==> src/common/mem_unit_macros.svh <==
`ifndef MEM_UNIT_MACROS_SVH
`define MEM_UNIT_MACROS_SVH

// Bus widths
`define MEM_ADDR_WIDTH   32
`define MEM_DATA_WIDTH   32
`define MEM_BYTEEN_WIDTH 4

// Core tag, shared by the fetch and data ports
`define CORE_TAG_WIDTH 4

// External tag carries the arbiter source in bit 0
`define MEM_TAG_WIDTH (`CORE_TAG_WIDTH + 1)

// Shared-memory window, aligned to its own size
`define SMEM_BASE  32'hFF00_0000
`define SMEM_WORDS 64

// Performance counters
`define PERF_CTR_WIDTH 32

`endif
==> src/common/mem_perf_pkg.sv <==
`default_nettype none

`include "mem_unit_macros.svh"

package mem_perf_pkg;

    typedef logic [`PERF_CTR_WIDTH-1:0] perf_ctr_t;

    // External memory statistics
    typedef struct packed {
        perf_ctr_t reads;
        perf_ctr_t writes;
        perf_ctr_t stalls;
        perf_ctr_t latency;
    } mem_perf_t;

endpackage

`default_nettype wire

==> src/common/mem_bus_pkg.sv <==
`default_nettype none

`include "mem_unit_macros.svh"

package mem_bus_pkg;

    typedef enum logic {
        MEM_READ  = 1'b0,
        MEM_WRITE = 1'b1
    } mem_op_e;

    // Lives in bit 0 of the external tag
    typedef enum logic {
        SRC_ICACHE = 1'b0,
        SRC_DCACHE = 1'b1
    } mem_src_e;

    typedef logic [`MEM_ADDR_WIDTH-1:0]   mem_addr_t;
    typedef logic [`MEM_DATA_WIDTH-1:0]   mem_data_t;
    typedef logic [`MEM_BYTEEN_WIDTH-1:0] mem_byteen_t;
    typedef logic [`CORE_TAG_WIDTH-1:0]   core_tag_t;
    typedef logic [`MEM_TAG_WIDTH-1:0]    mem_tag_t;

endpackage

`default_nettype wire

==> src/common/mem_bus_if.sv <==
`default_nettype none

`include "mem_unit_macros.svh"

interface mem_bus_if #(
    parameter int TAG_WIDTH = `CORE_TAG_WIDTH
);
    import mem_bus_pkg::*;

    logic                 req_valid;
    mem_op_e              req_op;
    mem_addr_t            req_addr;
    mem_data_t            req_data;
    mem_byteen_t          req_byteen;
    logic [TAG_WIDTH-1:0] req_tag;
    logic                 req_ready;

    logic                 rsp_valid;
    mem_data_t            rsp_data;
    logic [TAG_WIDTH-1:0] rsp_tag;
    logic                 rsp_ready;

    modport master (
        output req_valid, req_op, req_addr, req_data, req_byteen, req_tag, rsp_ready,
        input  req_ready, rsp_valid, rsp_data, rsp_tag
    );

    modport slave (
        input  req_valid, req_op, req_addr, req_data, req_byteen, req_tag, rsp_ready,
        output req_ready, rsp_valid, rsp_data, rsp_tag
    );

endinterface

`default_nettype wire

==> src/verilog/mem_unit.sv <==
`default_nettype none

`include "mem_unit_macros.svh"

module mem_unit (
    input  wire                      clk,
    input  wire                      reset,

    input  wire                      icache_req_valid,
    input  mem_bus_pkg::mem_addr_t   icache_req_addr,
    input  mem_bus_pkg::core_tag_t   icache_req_tag,
    output logic                     icache_req_ready,
    output logic                     icache_rsp_valid,
    output mem_bus_pkg::mem_data_t   icache_rsp_data,
    output mem_bus_pkg::core_tag_t   icache_rsp_tag,
    input  wire                      icache_rsp_ready,

    input  wire                      dcache_req_valid,
    input  mem_bus_pkg::mem_op_e     dcache_req_op,
    input  mem_bus_pkg::mem_addr_t   dcache_req_addr,
    input  mem_bus_pkg::mem_data_t   dcache_req_data,
    input  mem_bus_pkg::mem_byteen_t dcache_req_byteen,
    input  mem_bus_pkg::core_tag_t   dcache_req_tag,
    output logic                     dcache_req_ready,
    output logic                     dcache_rsp_valid,
    output mem_bus_pkg::mem_data_t   dcache_rsp_data,
    output mem_bus_pkg::core_tag_t   dcache_rsp_tag,
    input  wire                      dcache_rsp_ready,

    output logic                     mem_req_valid,
    output mem_bus_pkg::mem_op_e     mem_req_op,
    output mem_bus_pkg::mem_addr_t   mem_req_addr,
    output mem_bus_pkg::mem_data_t   mem_req_data,
    output mem_bus_pkg::mem_byteen_t mem_req_byteen,
    output mem_bus_pkg::mem_tag_t    mem_req_tag,
    input  wire                      mem_req_ready,
    input  wire                      mem_rsp_valid,
    input  mem_bus_pkg::mem_data_t   mem_rsp_data,
    input  mem_bus_pkg::mem_tag_t    mem_rsp_tag,
    output logic                     mem_rsp_ready,

    output mem_perf_pkg::mem_perf_t  perf
);
    import mem_bus_pkg::*;

    mem_bus_if #(.TAG_WIDTH(`CORE_TAG_WIDTH)) ibus ();
    mem_bus_if #(.TAG_WIDTH(`CORE_TAG_WIDTH)) dbus ();
    mem_bus_if #(.TAG_WIDTH(`CORE_TAG_WIDTH)) dmem_bus ();
    mem_bus_if #(.TAG_WIDTH(`CORE_TAG_WIDTH)) smem_bus ();
    mem_bus_if #(.TAG_WIDTH(`MEM_TAG_WIDTH))  xbus ();

    // Fetch port is read-only
    assign ibus.req_valid    = icache_req_valid;
    assign ibus.req_op       = MEM_READ;
    assign ibus.req_addr     = icache_req_addr;
    assign ibus.req_data     = '0;
    assign ibus.req_byteen   = '1;
    assign ibus.req_tag      = icache_req_tag;
    assign icache_req_ready  = ibus.req_ready;
    assign icache_rsp_valid  = ibus.rsp_valid;
    assign icache_rsp_data   = ibus.rsp_data;
    assign icache_rsp_tag    = ibus.rsp_tag;
    assign ibus.rsp_ready    = icache_rsp_ready;

    assign dbus.req_valid    = dcache_req_valid;
    assign dbus.req_op       = dcache_req_op;
    assign dbus.req_addr     = dcache_req_addr;
    assign dbus.req_data     = dcache_req_data;
    assign dbus.req_byteen   = dcache_req_byteen;
    assign dbus.req_tag      = dcache_req_tag;
    assign dcache_req_ready  = dbus.req_ready;
    assign dcache_rsp_valid  = dbus.rsp_valid;
    assign dcache_rsp_data   = dbus.rsp_data;
    assign dcache_rsp_tag    = dbus.rsp_tag;
    assign dbus.rsp_ready    = dcache_rsp_ready;

    assign mem_req_valid     = xbus.req_valid;
    assign mem_req_op        = xbus.req_op;
    assign mem_req_addr      = xbus.req_addr;
    assign mem_req_data      = xbus.req_data;
    assign mem_req_byteen    = xbus.req_byteen;
    assign mem_req_tag       = xbus.req_tag;
    assign xbus.req_ready    = mem_req_ready;
    assign xbus.rsp_valid    = mem_rsp_valid;
    assign xbus.rsp_data     = mem_rsp_data;
    assign xbus.rsp_tag      = mem_rsp_tag;
    assign mem_rsp_ready     = xbus.rsp_ready;

    smem_router i_smem_router (
        .core (dbus),
        .smem (smem_bus),
        .dmem (dmem_bus)
    );

    shared_mem i_shared_mem (
        .clk   (clk),
        .reset (reset),
        .bus   (smem_bus)
    );

    mem_arb i_mem_arb (
        .clk   (clk),
        .reset (reset),
        .src_i (ibus),
        .src_d (dmem_bus),
        .mem   (xbus)
    );

    mem_perf i_mem_perf (
        .clk       (clk),
        .reset     (reset),
        .req_valid (xbus.req_valid),
        .req_ready (xbus.req_ready),
        .req_op    (xbus.req_op),
        .rsp_valid (xbus.rsp_valid),
        .rsp_ready (xbus.rsp_ready),
        .perf      (perf)
    );

endmodule

`default_nettype wire

==> src/verilog/mem_perf.sv <==
`default_nettype none

module mem_perf (
    input  wire                     clk,
    input  wire                     reset,
    input  wire                     req_valid,
    input  wire                     req_ready,
    input  mem_bus_pkg::mem_op_e    req_op,
    input  wire                     rsp_valid,
    input  wire                     rsp_ready,
    output mem_perf_pkg::mem_perf_t perf
);
    import mem_bus_pkg::*;
    import mem_perf_pkg::*;

    mem_perf_t perf_q;
    perf_ctr_t pending_q;
    logic      rd_fire;
    logic      wr_fire;
    logic      rsp_fire;

    assign rd_fire  = req_valid && req_ready && (req_op == MEM_READ);
    assign wr_fire  = req_valid && req_ready && (req_op == MEM_WRITE);
    assign rsp_fire = rsp_valid && rsp_ready;

    always_ff @(posedge clk) begin
        if (reset) begin
            perf_q    <= '0;
            pending_q <= '0;
        end else begin
            perf_q.reads   <= perf_q.reads + perf_ctr_t'(rd_fire);
            perf_q.writes  <= perf_q.writes + perf_ctr_t'(wr_fire);
            perf_q.stalls  <= perf_q.stalls + perf_ctr_t'(req_valid && !req_ready);
            // Every outstanding read adds one cycle of latency
            perf_q.latency <= perf_q.latency + pending_q;
            pending_q      <= pending_q + perf_ctr_t'(rd_fire) - perf_ctr_t'(rsp_fire);
        end
    end

    assign perf = perf_q;

endmodule

`default_nettype wire

==> src/verilog/mem_arb.sv <==
`default_nettype none

`include "mem_unit_macros.svh"

module mem_arb (
    input wire        clk,
    input wire        reset,
    mem_bus_if.slave  src_i,
    mem_bus_if.slave  src_d,
    mem_bus_if.master mem
);
    import mem_bus_pkg::*;

    mem_src_e    last_grant_q;
    mem_src_e    grant_src;
    mem_src_e    rsp_src;
    logic        any_valid;
    logic        can_load;

    mem_op_e     sel_op;
    mem_addr_t   sel_addr;
    mem_data_t   sel_data;
    mem_byteen_t sel_byteen;
    core_tag_t   sel_tag;

    logic        out_valid_q;
    mem_op_e     out_op_q;
    mem_addr_t   out_addr_q;
    mem_data_t   out_data_q;
    mem_byteen_t out_byteen_q;
    mem_tag_t    out_tag_q;

    assign any_valid = src_i.req_valid || src_d.req_valid;
    assign can_load  = !out_valid_q || mem.req_ready;

    // Round robin, the last winner yields on a tie
    always_comb begin
        if (src_i.req_valid && src_d.req_valid) begin
            grant_src = (last_grant_q == SRC_ICACHE) ? SRC_DCACHE : SRC_ICACHE;
        end else if (src_d.req_valid) begin
            grant_src = SRC_DCACHE;
        end else begin
            grant_src = SRC_ICACHE;
        end
    end

    assign src_i.req_ready = can_load && (grant_src == SRC_ICACHE);
    assign src_d.req_ready = can_load && (grant_src == SRC_DCACHE);

    always_comb begin
        if (grant_src == SRC_DCACHE) begin
            sel_op     = src_d.req_op;
            sel_addr   = src_d.req_addr;
            sel_data   = src_d.req_data;
            sel_byteen = src_d.req_byteen;
            sel_tag    = src_d.req_tag;
        end else begin
            sel_op     = src_i.req_op;
            sel_addr   = src_i.req_addr;
            sel_data   = src_i.req_data;
            sel_byteen = src_i.req_byteen;
            sel_tag    = src_i.req_tag;
        end
    end

    always_ff @(posedge clk) begin
        if (reset) begin
            out_valid_q  <= 1'b0;
            last_grant_q <= SRC_DCACHE;
        end else if (can_load) begin
            out_valid_q <= any_valid;
            if (any_valid) begin
                last_grant_q <= grant_src;
            end
        end
    end

    always_ff @(posedge clk) begin
        if (can_load && any_valid) begin
            out_op_q     <= sel_op;
            out_addr_q   <= sel_addr;
            out_data_q   <= sel_data;
            out_byteen_q <= sel_byteen;
            out_tag_q    <= {sel_tag, grant_src};
        end
    end

    assign mem.req_valid  = out_valid_q;
    assign mem.req_op     = out_op_q;
    assign mem.req_addr   = out_addr_q;
    assign mem.req_data   = out_data_q;
    assign mem.req_byteen = out_byteen_q;
    assign mem.req_tag    = out_tag_q;

    // Responses steered by the source bit
    assign rsp_src         = mem_src_e'(mem.rsp_tag[0]);
    assign src_i.rsp_valid = mem.rsp_valid && (rsp_src == SRC_ICACHE);
    assign src_d.rsp_valid = mem.rsp_valid && (rsp_src == SRC_DCACHE);
    assign src_i.rsp_data  = mem.rsp_data;
    assign src_d.rsp_data  = mem.rsp_data;
    assign src_i.rsp_tag   = mem.rsp_tag[`MEM_TAG_WIDTH-1:1];
    assign src_d.rsp_tag   = mem.rsp_tag[`MEM_TAG_WIDTH-1:1];
    assign mem.rsp_ready   = (rsp_src == SRC_DCACHE) ? src_d.rsp_ready : src_i.rsp_ready;

endmodule

`default_nettype wire

==> src/smem/shared_mem.sv <==
`default_nettype none

`include "mem_unit_macros.svh"

module shared_mem (
    input wire       clk,
    input wire       reset,
    mem_bus_if.slave bus
);
    import mem_bus_pkg::*;

    localparam int IDX_W  = $clog2(`SMEM_WORDS);
    localparam int OFFS_W = $clog2(`MEM_BYTEEN_WIDTH);

    mem_data_t        ram [`SMEM_WORDS];
    logic [IDX_W-1:0] req_idx;
    logic             req_fire;
    mem_data_t        wr_word;
    logic             rsp_valid_q;
    mem_data_t        rsp_data_q;
    core_tag_t        rsp_tag_q;

    assign req_idx       = bus.req_addr[OFFS_W +: IDX_W];
    assign bus.req_ready = !rsp_valid_q || bus.rsp_ready;
    assign req_fire      = bus.req_valid && bus.req_ready;

    // Stored word merged with the enabled bytes
    always_comb begin
        wr_word = ram[req_idx];
        for (int b = 0; b < `MEM_BYTEEN_WIDTH; b++) begin
            if (bus.req_byteen[b]) begin
                wr_word[8*b +: 8] = bus.req_data[8*b +: 8];
            end
        end
    end

    always_ff @(posedge clk) begin
        if (req_fire) begin
            if (bus.req_op == MEM_WRITE) begin
                ram[req_idx] <= wr_word;
            end
            rsp_data_q <= (bus.req_op == MEM_WRITE) ? wr_word : ram[req_idx];
            rsp_tag_q  <= bus.req_tag;
        end
    end

    always_ff @(posedge clk) begin
        if (reset) begin
            rsp_valid_q <= 1'b0;
        end else if (req_fire) begin
            rsp_valid_q <= 1'b1;
        end else if (bus.rsp_ready) begin
            rsp_valid_q <= 1'b0;
        end
    end

    assign bus.rsp_valid = rsp_valid_q;
    assign bus.rsp_data  = rsp_data_q;
    assign bus.rsp_tag   = rsp_tag_q;

endmodule

`default_nettype wire

==> src/smem/smem_router.sv <==
`default_nettype none

`include "mem_unit_macros.svh"

module smem_router (
    mem_bus_if.slave  core,
    mem_bus_if.master smem,
    mem_bus_if.master dmem
);
    import mem_bus_pkg::*;

    localparam mem_addr_t SMEM_LO = `SMEM_BASE;
    localparam mem_addr_t SMEM_HI = `SMEM_BASE + `MEM_BYTEEN_WIDTH * `SMEM_WORDS;

    logic in_smem;

    assign in_smem = (core.req_addr >= SMEM_LO) && (core.req_addr < SMEM_HI);

    // Payload goes to both sides, only one sees valid
    assign smem.req_valid  = core.req_valid && in_smem;
    assign smem.req_op     = core.req_op;
    assign smem.req_addr   = core.req_addr;
    assign smem.req_data   = core.req_data;
    assign smem.req_byteen = core.req_byteen;
    assign smem.req_tag    = core.req_tag;

    assign dmem.req_valid  = core.req_valid && !in_smem;
    assign dmem.req_op     = core.req_op;
    assign dmem.req_addr   = core.req_addr;
    assign dmem.req_data   = core.req_data;
    assign dmem.req_byteen = core.req_byteen;
    assign dmem.req_tag    = core.req_tag;

    assign core.req_ready  = in_smem ? smem.req_ready : dmem.req_ready;

    // Scratchpad has priority on the return path
    assign core.rsp_valid  = smem.rsp_valid || dmem.rsp_valid;
    assign core.rsp_data   = smem.rsp_valid ? smem.rsp_data : dmem.rsp_data;
    assign core.rsp_tag    = smem.rsp_valid ? smem.rsp_tag : dmem.rsp_tag;
    assign smem.rsp_ready  = core.rsp_ready;
    assign dmem.rsp_ready  = core.rsp_ready && !smem.rsp_valid;

endmodule

`default_nettype wire

==> config.mk <==
export PLATFORM = sky130hd
export DESIGN_NAME = mem_unit
export DESIGN_NICKNAME = d
export VERILOG_FILES = /design/src/common/mem_perf_pkg.sv /design/src/common/mem_bus_pkg.sv /design/src/common/mem_bus_if.sv /design/src/verilog/mem_unit.sv /design/src/verilog/mem_perf.sv /design/src/verilog/mem_arb.sv /design/src/smem/shared_mem.sv /design/src/smem/smem_router.sv
export VERILOG_INCLUDE_DIRS = /design/src /design/src/common
export SDC_FILE = /design/constraint.sdc
export NUM_CORES = 2
export LEC_CHECK = 0
export BUFFER_PORTS_ARGS = -buffer_cell sky130_fd_sc_hd__buf_2
export CAP_MARGIN = 15
export CORE_ASPECT_RATIO = 1.1
export CORE_MARGIN = 3
export CORE_UTILIZATION = 45
export CTS_CLUSTER_SIZE = 10
export DETAILED_ROUTE_END_ITERATION = 7
export PLACE_DENSITY = 0.64
export SYNTH_ARGS = -nofsm -noshare
export SYNTH_HDL_FRONTEND = slang
export SYNTH_SLANG_ARGS = --single-unit
export TNS_END_PERCENT = 20
==> constraint.sdc <==
create_clock -name clk -period 8.95 [get_ports clk]
set_input_delay 1.79 -clock clk [delete_from_list [all_inputs] [get_ports clk]]
set_output_delay 1.79 -clock clk [all_outputs]
set_load 0.03 [all_outputs]
# Word-level counts from Yosys, hierarchy flattened
# Memories as Yosys holds them, arrays and structs flattened.
# Cells that the tools add are included.
[op_classes] n_addsub=6 n_mul=0 div_mod_pow=0 order_cmp=2 eq_ne=0 shift=0 mux=19 bitwise_logic=3 n_reduce_logical=26
[ops] op="$add A32 B1 Y32" n=4
[ops] op="$mux W32" n=3
[ops] op="$add A32 B32 Y32" n=1
[ops] op="$ge A32 B32 Y1 const B" n=1
[ops] op="$lt A32 B32 Y1 const B" n=1
[ops] op="$mux W8" n=4
[ops] op="$sub A32 B1 Y32" n=1
[ops] op="$logic_and A1 B1 Y1" n=16
[ops] op="$mux W1" n=10
[ops] op="$mux W4" n=2
[ops] op="$logic_not A1 Y1" n=4
[ops] op="$logic_or A1 B1 Y1" n=4
[ops] op="$not A1 Y1" n=3
[ops] op="$reduce_and A2 Y1" n=1
[ops] op="$reduce_bool A2 Y1" n=1
[totals] ff_bits=273 latchBits=0 ramBits=2048 mem_bits_ro=0 in_bits=154 out_inout_bits=280 word_cells=72 mem_count=1
[mem_list] memory="i_shared_mem.ram" depth=64 width=32 read_ports=1 rd_clocked_by_memory_dff=0 write_ports=1 line_no="shared_mem.sv:15" text="mem_data_t ram [`SMEM_WORDS];"

# Longest topological paths before layout
[logic_depth] word_depth=8 mapped_depth=18 depth_no_buf=17

# Modules after synthesis
# A second synthesis with hierarchy kept.
[unflattened] hier_cells=6225 hier_area_um2=96436.2
[by_module_without_submodules] module="shared_mem" instances=1 cells_per_inst=4627 area_per_inst_um2=81440.6 seq_area_each_um2=62600.0
[by_module_without_submodules] module="mem_perf" instances=1 cells_per_inst=1153 area_per_inst_um2=9382.7 seq_area_each_um2=3203.1
[by_module_without_submodules] module="mem_arb" instances=1 cells_per_inst=243 area_per_inst_um2=3968.8 seq_area_each_um2=2262.2
[by_module_without_submodules] module="smem_router" instances=1 cells_per_inst=200 area_per_inst_um2=1636.6 seq_area_each_um2=0.0
[by_module_without_submodules] module="mem_unit" instances=1 cells_per_inst=2 area_per_inst_um2=7.5 seq_area_each_um2=0.0

# Worst setup path before layout
# Ideal clock, no wire load.
[synth_timing] path_type="input to register" start="input port dcache_req_addr[10]" end="register i_mem_arb.out_addr_q[0] (netlist: i_mem_arb.mem.req_addr[0]), enable pin" setup_ps=506 arrival_time_ps=5220 t_required_ps=8444 path_slack_ps=3223 cell_stages=5 n_path_buf=0 cell_sequence="nand4b_1 > nor4_1 > nand4_1 > a21oi_1 > nor2_1"
[synth_between] elab_chain_len=6 word_cells_on_any_way=7
[synth_lines] item="from (decl)" line_no="mem_unit.sv:20" text="input mem_bus_pkg::mem_addr_t dcache_req_addr,"
[synth_lines] item="$ge A32 B32 Y1 or $lt A32 B32 Y1 (tied branches)" line_no="smem_router.sv:17" text="assign in_smem = (core.req_addr >= SMEM_LO) && (core.req_addr < SMEM_HI);"
[synth_lines] item="$logic_and A1 B1 Y1 *" line_no="smem_router.sv:17"
[synth_lines] item="$logic_not A1 Y1 *" line_no="smem_router.sv:27" text="assign dmem.req_valid = core.req_valid && !in_smem;"
[synth_lines] item="$logic_and A1 B1 Y1 *" line_no="smem_router.sv:27"
[synth_lines] item="$logic_or A1 B1 Y1 *" line_no="mem_arb.sv:33" text="assign any_valid = src_i.req_valid || src_d.req_valid;"
[synth_lines] item="$logic_and A1 B1 Y1 *" line_no="mem_arb.sv:79" text="if (can_load && any_valid) begin"
[synth_lines] item="to (signal assigned)" line_no="mem_arb.sv:81" text="out_addr_q <= sel_addr;"
[synth_lines] item="to (decl)" line_no="mem_arb.sv:28" text="mem_addr_t out_addr_q;"
# Every way passes the cells marked *; elsewhere a longest branch is shown, timed or not.
# A chain may end at the register's enable or synchronous reset.

# Worst setup path after layout
[layout_timing] start="input port dcache_req_addr[15]" end="output port dcache_req_ready"
[layout_between] elab_chain_len=8 word_cells_on_any_way=10
[layout_lines] item="$ge A32 B32 Y1 or $lt A32 B32 Y1 (tied branches)" line_no="smem_router.sv:17"
[layout_lines] item="$logic_and A1 B1 Y1 *" line_no="smem_router.sv:17"
[layout_lines] item="$logic_not A1 Y1" line_no="smem_router.sv:27"
[layout_lines] item="$logic_and A1 B1 Y1" line_no="smem_router.sv:27"
[layout_lines] item="$mux W1 or $logic_and A1 B1 Y1 (tied branches)" line_no="mem_arb.sv:40, mem_arb.sv:38"
[layout_lines] item="$mux W1" line_no="mem_arb.sv:38" text="if (src_i.req_valid && src_d.req_valid) begin"
[layout_lines] item="$logic_and A1 B1 Y1" line_no="mem_arb.sv:48" text="assign src_d.req_ready = can_load && (grant_src == SRC_DCACHE);"
[layout_lines] item="$mux W1 *" line_no="smem_router.sv:34" text="assign core.req_ready = in_smem ? smem.req_ready : dmem.req_ready;"
[layout_lines] item="to (decl)" line_no="mem_unit.sv:24" text="output logic dcache_req_ready,"
# Marked as above.

==> impl_metrics.tcl <==
set metrics [dict create \
    timing.hold.ws_ns 0.512 \
    synth_top_cell_by_area "edfxtp_1" \
    yosys.area.top_type_share_pct 72.1 \
    chipWidth_um 432 \
    stdcell_count 8706 \
    design_area_sq_um 104000 \
    drc 0 \
    cts_tree "built" \
    synth.distinct_cells 75 \
    cts_max_level 5 \
    core_area_sq_um 198000 \
    arrival_ns 4.19 \
    drt_wl_total_mm 289 \
    crit_top_cell "buf_2" \
    period_share_pct 66.8 \
    syn_nets 5757 \
    power_mw 25.6 \
    switching_share_pct 24.9 \
    syn_to_final_growth_pct 15.3 \
    synth_edf_count 2158 \
    io_pins 434 \
    cts_buffer_depth 4 \
    mostFrequentLayoutCell "edfxtp_1" \
    netlist_instances 5532 \
    gp_congestion 0.928 \
    fin_nets 6257 \
    cts_resized 0 \
    grt_max_degree 114 \
    drt-pass1-iter-count 6 \
    fmax_ghz 0.167 \
    dp_hpwl_mm 166 \
    die_area_sq_um 205000 \
    antenna_found_initial 31 \
    start_kind "input pin" \
    cp_slowest_cell "nor4_1" \
    clkPwrFrac_pct 38.4 \
    drv_cap 0 \
    slew_viol_final 0 \
    slew_headroom_pct 15.0 \
    wl_per_cell_um 33.2 \
    internal_power_mw 19.2 \
    rows 171 \
    overflow 0 \
    io_buffers 433 \
    vias 56297 \
    viasPerCell 6.47 \
    path_class "input pin to output port" \
    place_area_sq_um 95700 \
    p_seq_share_pct 48.4 \
    grt_pass1_wl_mm 402 \
    first_global_vias 53834 \
    leakagePower_nw 34.1 \
    critPathRequiredTime_ns 7.16 \
    rsz0062_at_grt "false" \
    cts_setup_buffers 0 \
    root_buffer "clkbuf_16" \
    setup_violations 0 \
    min_period_ns 5.98 \
    cts_sinks 2321 \
    dp.cells 8320 \
    worst_hold_path_type "register to register" \
    cts_hold_buf 0 \
    antenna_left 0 \
    tightestPinTransition_ns 1.26 \
    grt_usage_pct 27.5 \
    syn-cell-area_sq_um 89900 \
    die_y_um 475 \
    max_stage_delay_ns 1.05 \
    synth_area_per_cell_sq_um 16.3 \
    cts_made_buffers 284 \
    vdd_ir_drop_max_mv 0.191 \
    hold_viol_final 0 \
    fin_skew_ns 0.0582 \
    cp-end-kind "output port" \
    insertion_delay_ns 0.92 \
    path_clk_slew_ns 0.05 \
    setup_tns_ns 0 \
    power_switching_mw 6.37 \
    crit_family "simple AND/OR/NAND/NOR gates" \
    synth-main-ff-cell "edfxtp_1" \
    fillCellCount 15707 \
    cp_max_fo 32 \
    drive_gt1_share_pct 19.2 \
    synth_seq_cells 2321 \
    combPwrFrac_pct 13.2 \
    path_cells "buf_2 -> nor4_1 -> nand4_1 -> nand2_1 -> a21oi_4 -> a21o_1 -> buf_2" \
    status "finished clean" \
    start_util_pct 45.4 \
    first_iter_violations 7382 \
    ys_seq_area_share_pct 75.7 \
    powerDensity_nw_per_um2 247 \
    synth_area_leaders "edfxtp_1 (72%), dfxtp_1 (3.6%), a22oi_1 (3.5%)" \
    async_flop_share_pct 0 \
    final_cell_mix "edfxtp_1 (2158), buf_2 (435), a22oi_1 (425), clkbuf_16 (293), o21ai_0 (265)" \
    path_buf_inv 2 \
    ys_warn_count 0 \
]
state kept, by name, summed over array words and instances (netlist names), 4 cells and up:
signal and flops:
i_shared_mem.ram 2048, i_mem_perf.perf 128, i_mem_arb.mem.req_addr 32, i_mem_arb.mem.req_data 32, i_mem_perf.pending_q 32, i_shared_mem.bus.rsp_data 32, i_mem_arb.mem.req_tag 5, i_mem_arb.mem.req_byteen 4
i_shared_mem.bus.rsp_tag 4
path summary, 6_finish.rpt:
path	startpoint	end	slack [ns]	depth (start not counted)
setup / recovery	dcache_req_addr[15]	dcache_req_ready	2.97	7
hold / removal	i_mem_perf.perf[62]	i_mem_perf.perf[62]	0.51	2
setup reg to reg	i_shared_mem.bus.rsp_valid	i_mem_perf.pending_q[28]	3.88	18
hold reg to reg	i_mem_perf.perf[62]	i_mem_perf.perf[62]	0.51	2
cells in the mapped netlist (80+ instances only):
library cell / instances
a21oi_1: 106
edfxtp_1: 2158
nand2_1: 98
clkbuf_1: 272
a22oi_1: 425
nor2_1: 299
a31oi_1: 210
mux2_2: 141
a221o_1: 197
a221oi_1: 133
nand3_1: 80
o21ai_0: 265
dfxtp_1: 163
a22o_1: 228
power by group through the flow:
stage          combinational (mW)  clock, mW  sequential, mW
6_report                     3.37       9.84            12.4
5_1_grt                      3.61       10.4            12.4
4_1_cts                      3.26       9.93            12.4
3_5_place_dp                 3.24          0            12.6
3_3_place_gp                 3.18          0            12.6
2_1_floorplan                2.10          0            12.7
worst reg2reg max path: cells and delay by family (launching register included):
kind	cells	cell delay (ns)
and+or+nand+nor	3	0.64
AOI/OAI and AO/OA	8	2.13
muxes	1	0.36
DFF	1	0.31
adders and majority gates	3	0.84
buffers and inverters	3	0.68
per-stage QoR:
step | setup WS [ns] | utilization (%)
floorplan | 3.22 | -
global placement | 2.49 | 48.3
detailed placement | 2.37 | 48.3
CTS | 3.30 | 52.2
global route | 2.98 | 52.4
finish | 2.97 | 52.4
per-layer routing:
layer  up-vias  share of wire (%)  GRT usage, %
met5         -              0.020             0
met4         8                5.8          15.5
met3       675                 11          6.69
met2      3638                 47          43.9
met1     28555                 36          34.4
li1      23421                  -             -
kinds of logic (layout without fill, tap and decap cells):
kind of cell | after synthesis | count (layout) | synth area share [%]
flops | 2321 | 2321 | 75.7
compound gates | 1686 | 1686 | 13.9
simple gates | 704 | 704 | 3.71
buf+inv | 456 | 1016 | 2.14
mux | 170 | 170 | 2.34
xor+xnor | 124 | 124 | 1.21
fa+ha+maj | 71 | 71 | 1.00
other cells | 0 | 19 | 0
cell type report:
class	instances	area [sq um]	area share (%)
Sequential cell	2321	68100	65.6
Clock inverter	9	68.8	0.0664
Antenna cell	19	47.5	0.0459
Multi-Input combinational cell	2755	20500	19.8
Clock buffer	337	7510	7.24
Inverter	59	229	0.221
Tap cell	2595	3250	3.13
Timing Repair Buffer	611	4020	3.88
No activity file was read; power rests on OpenSTA's default activity.
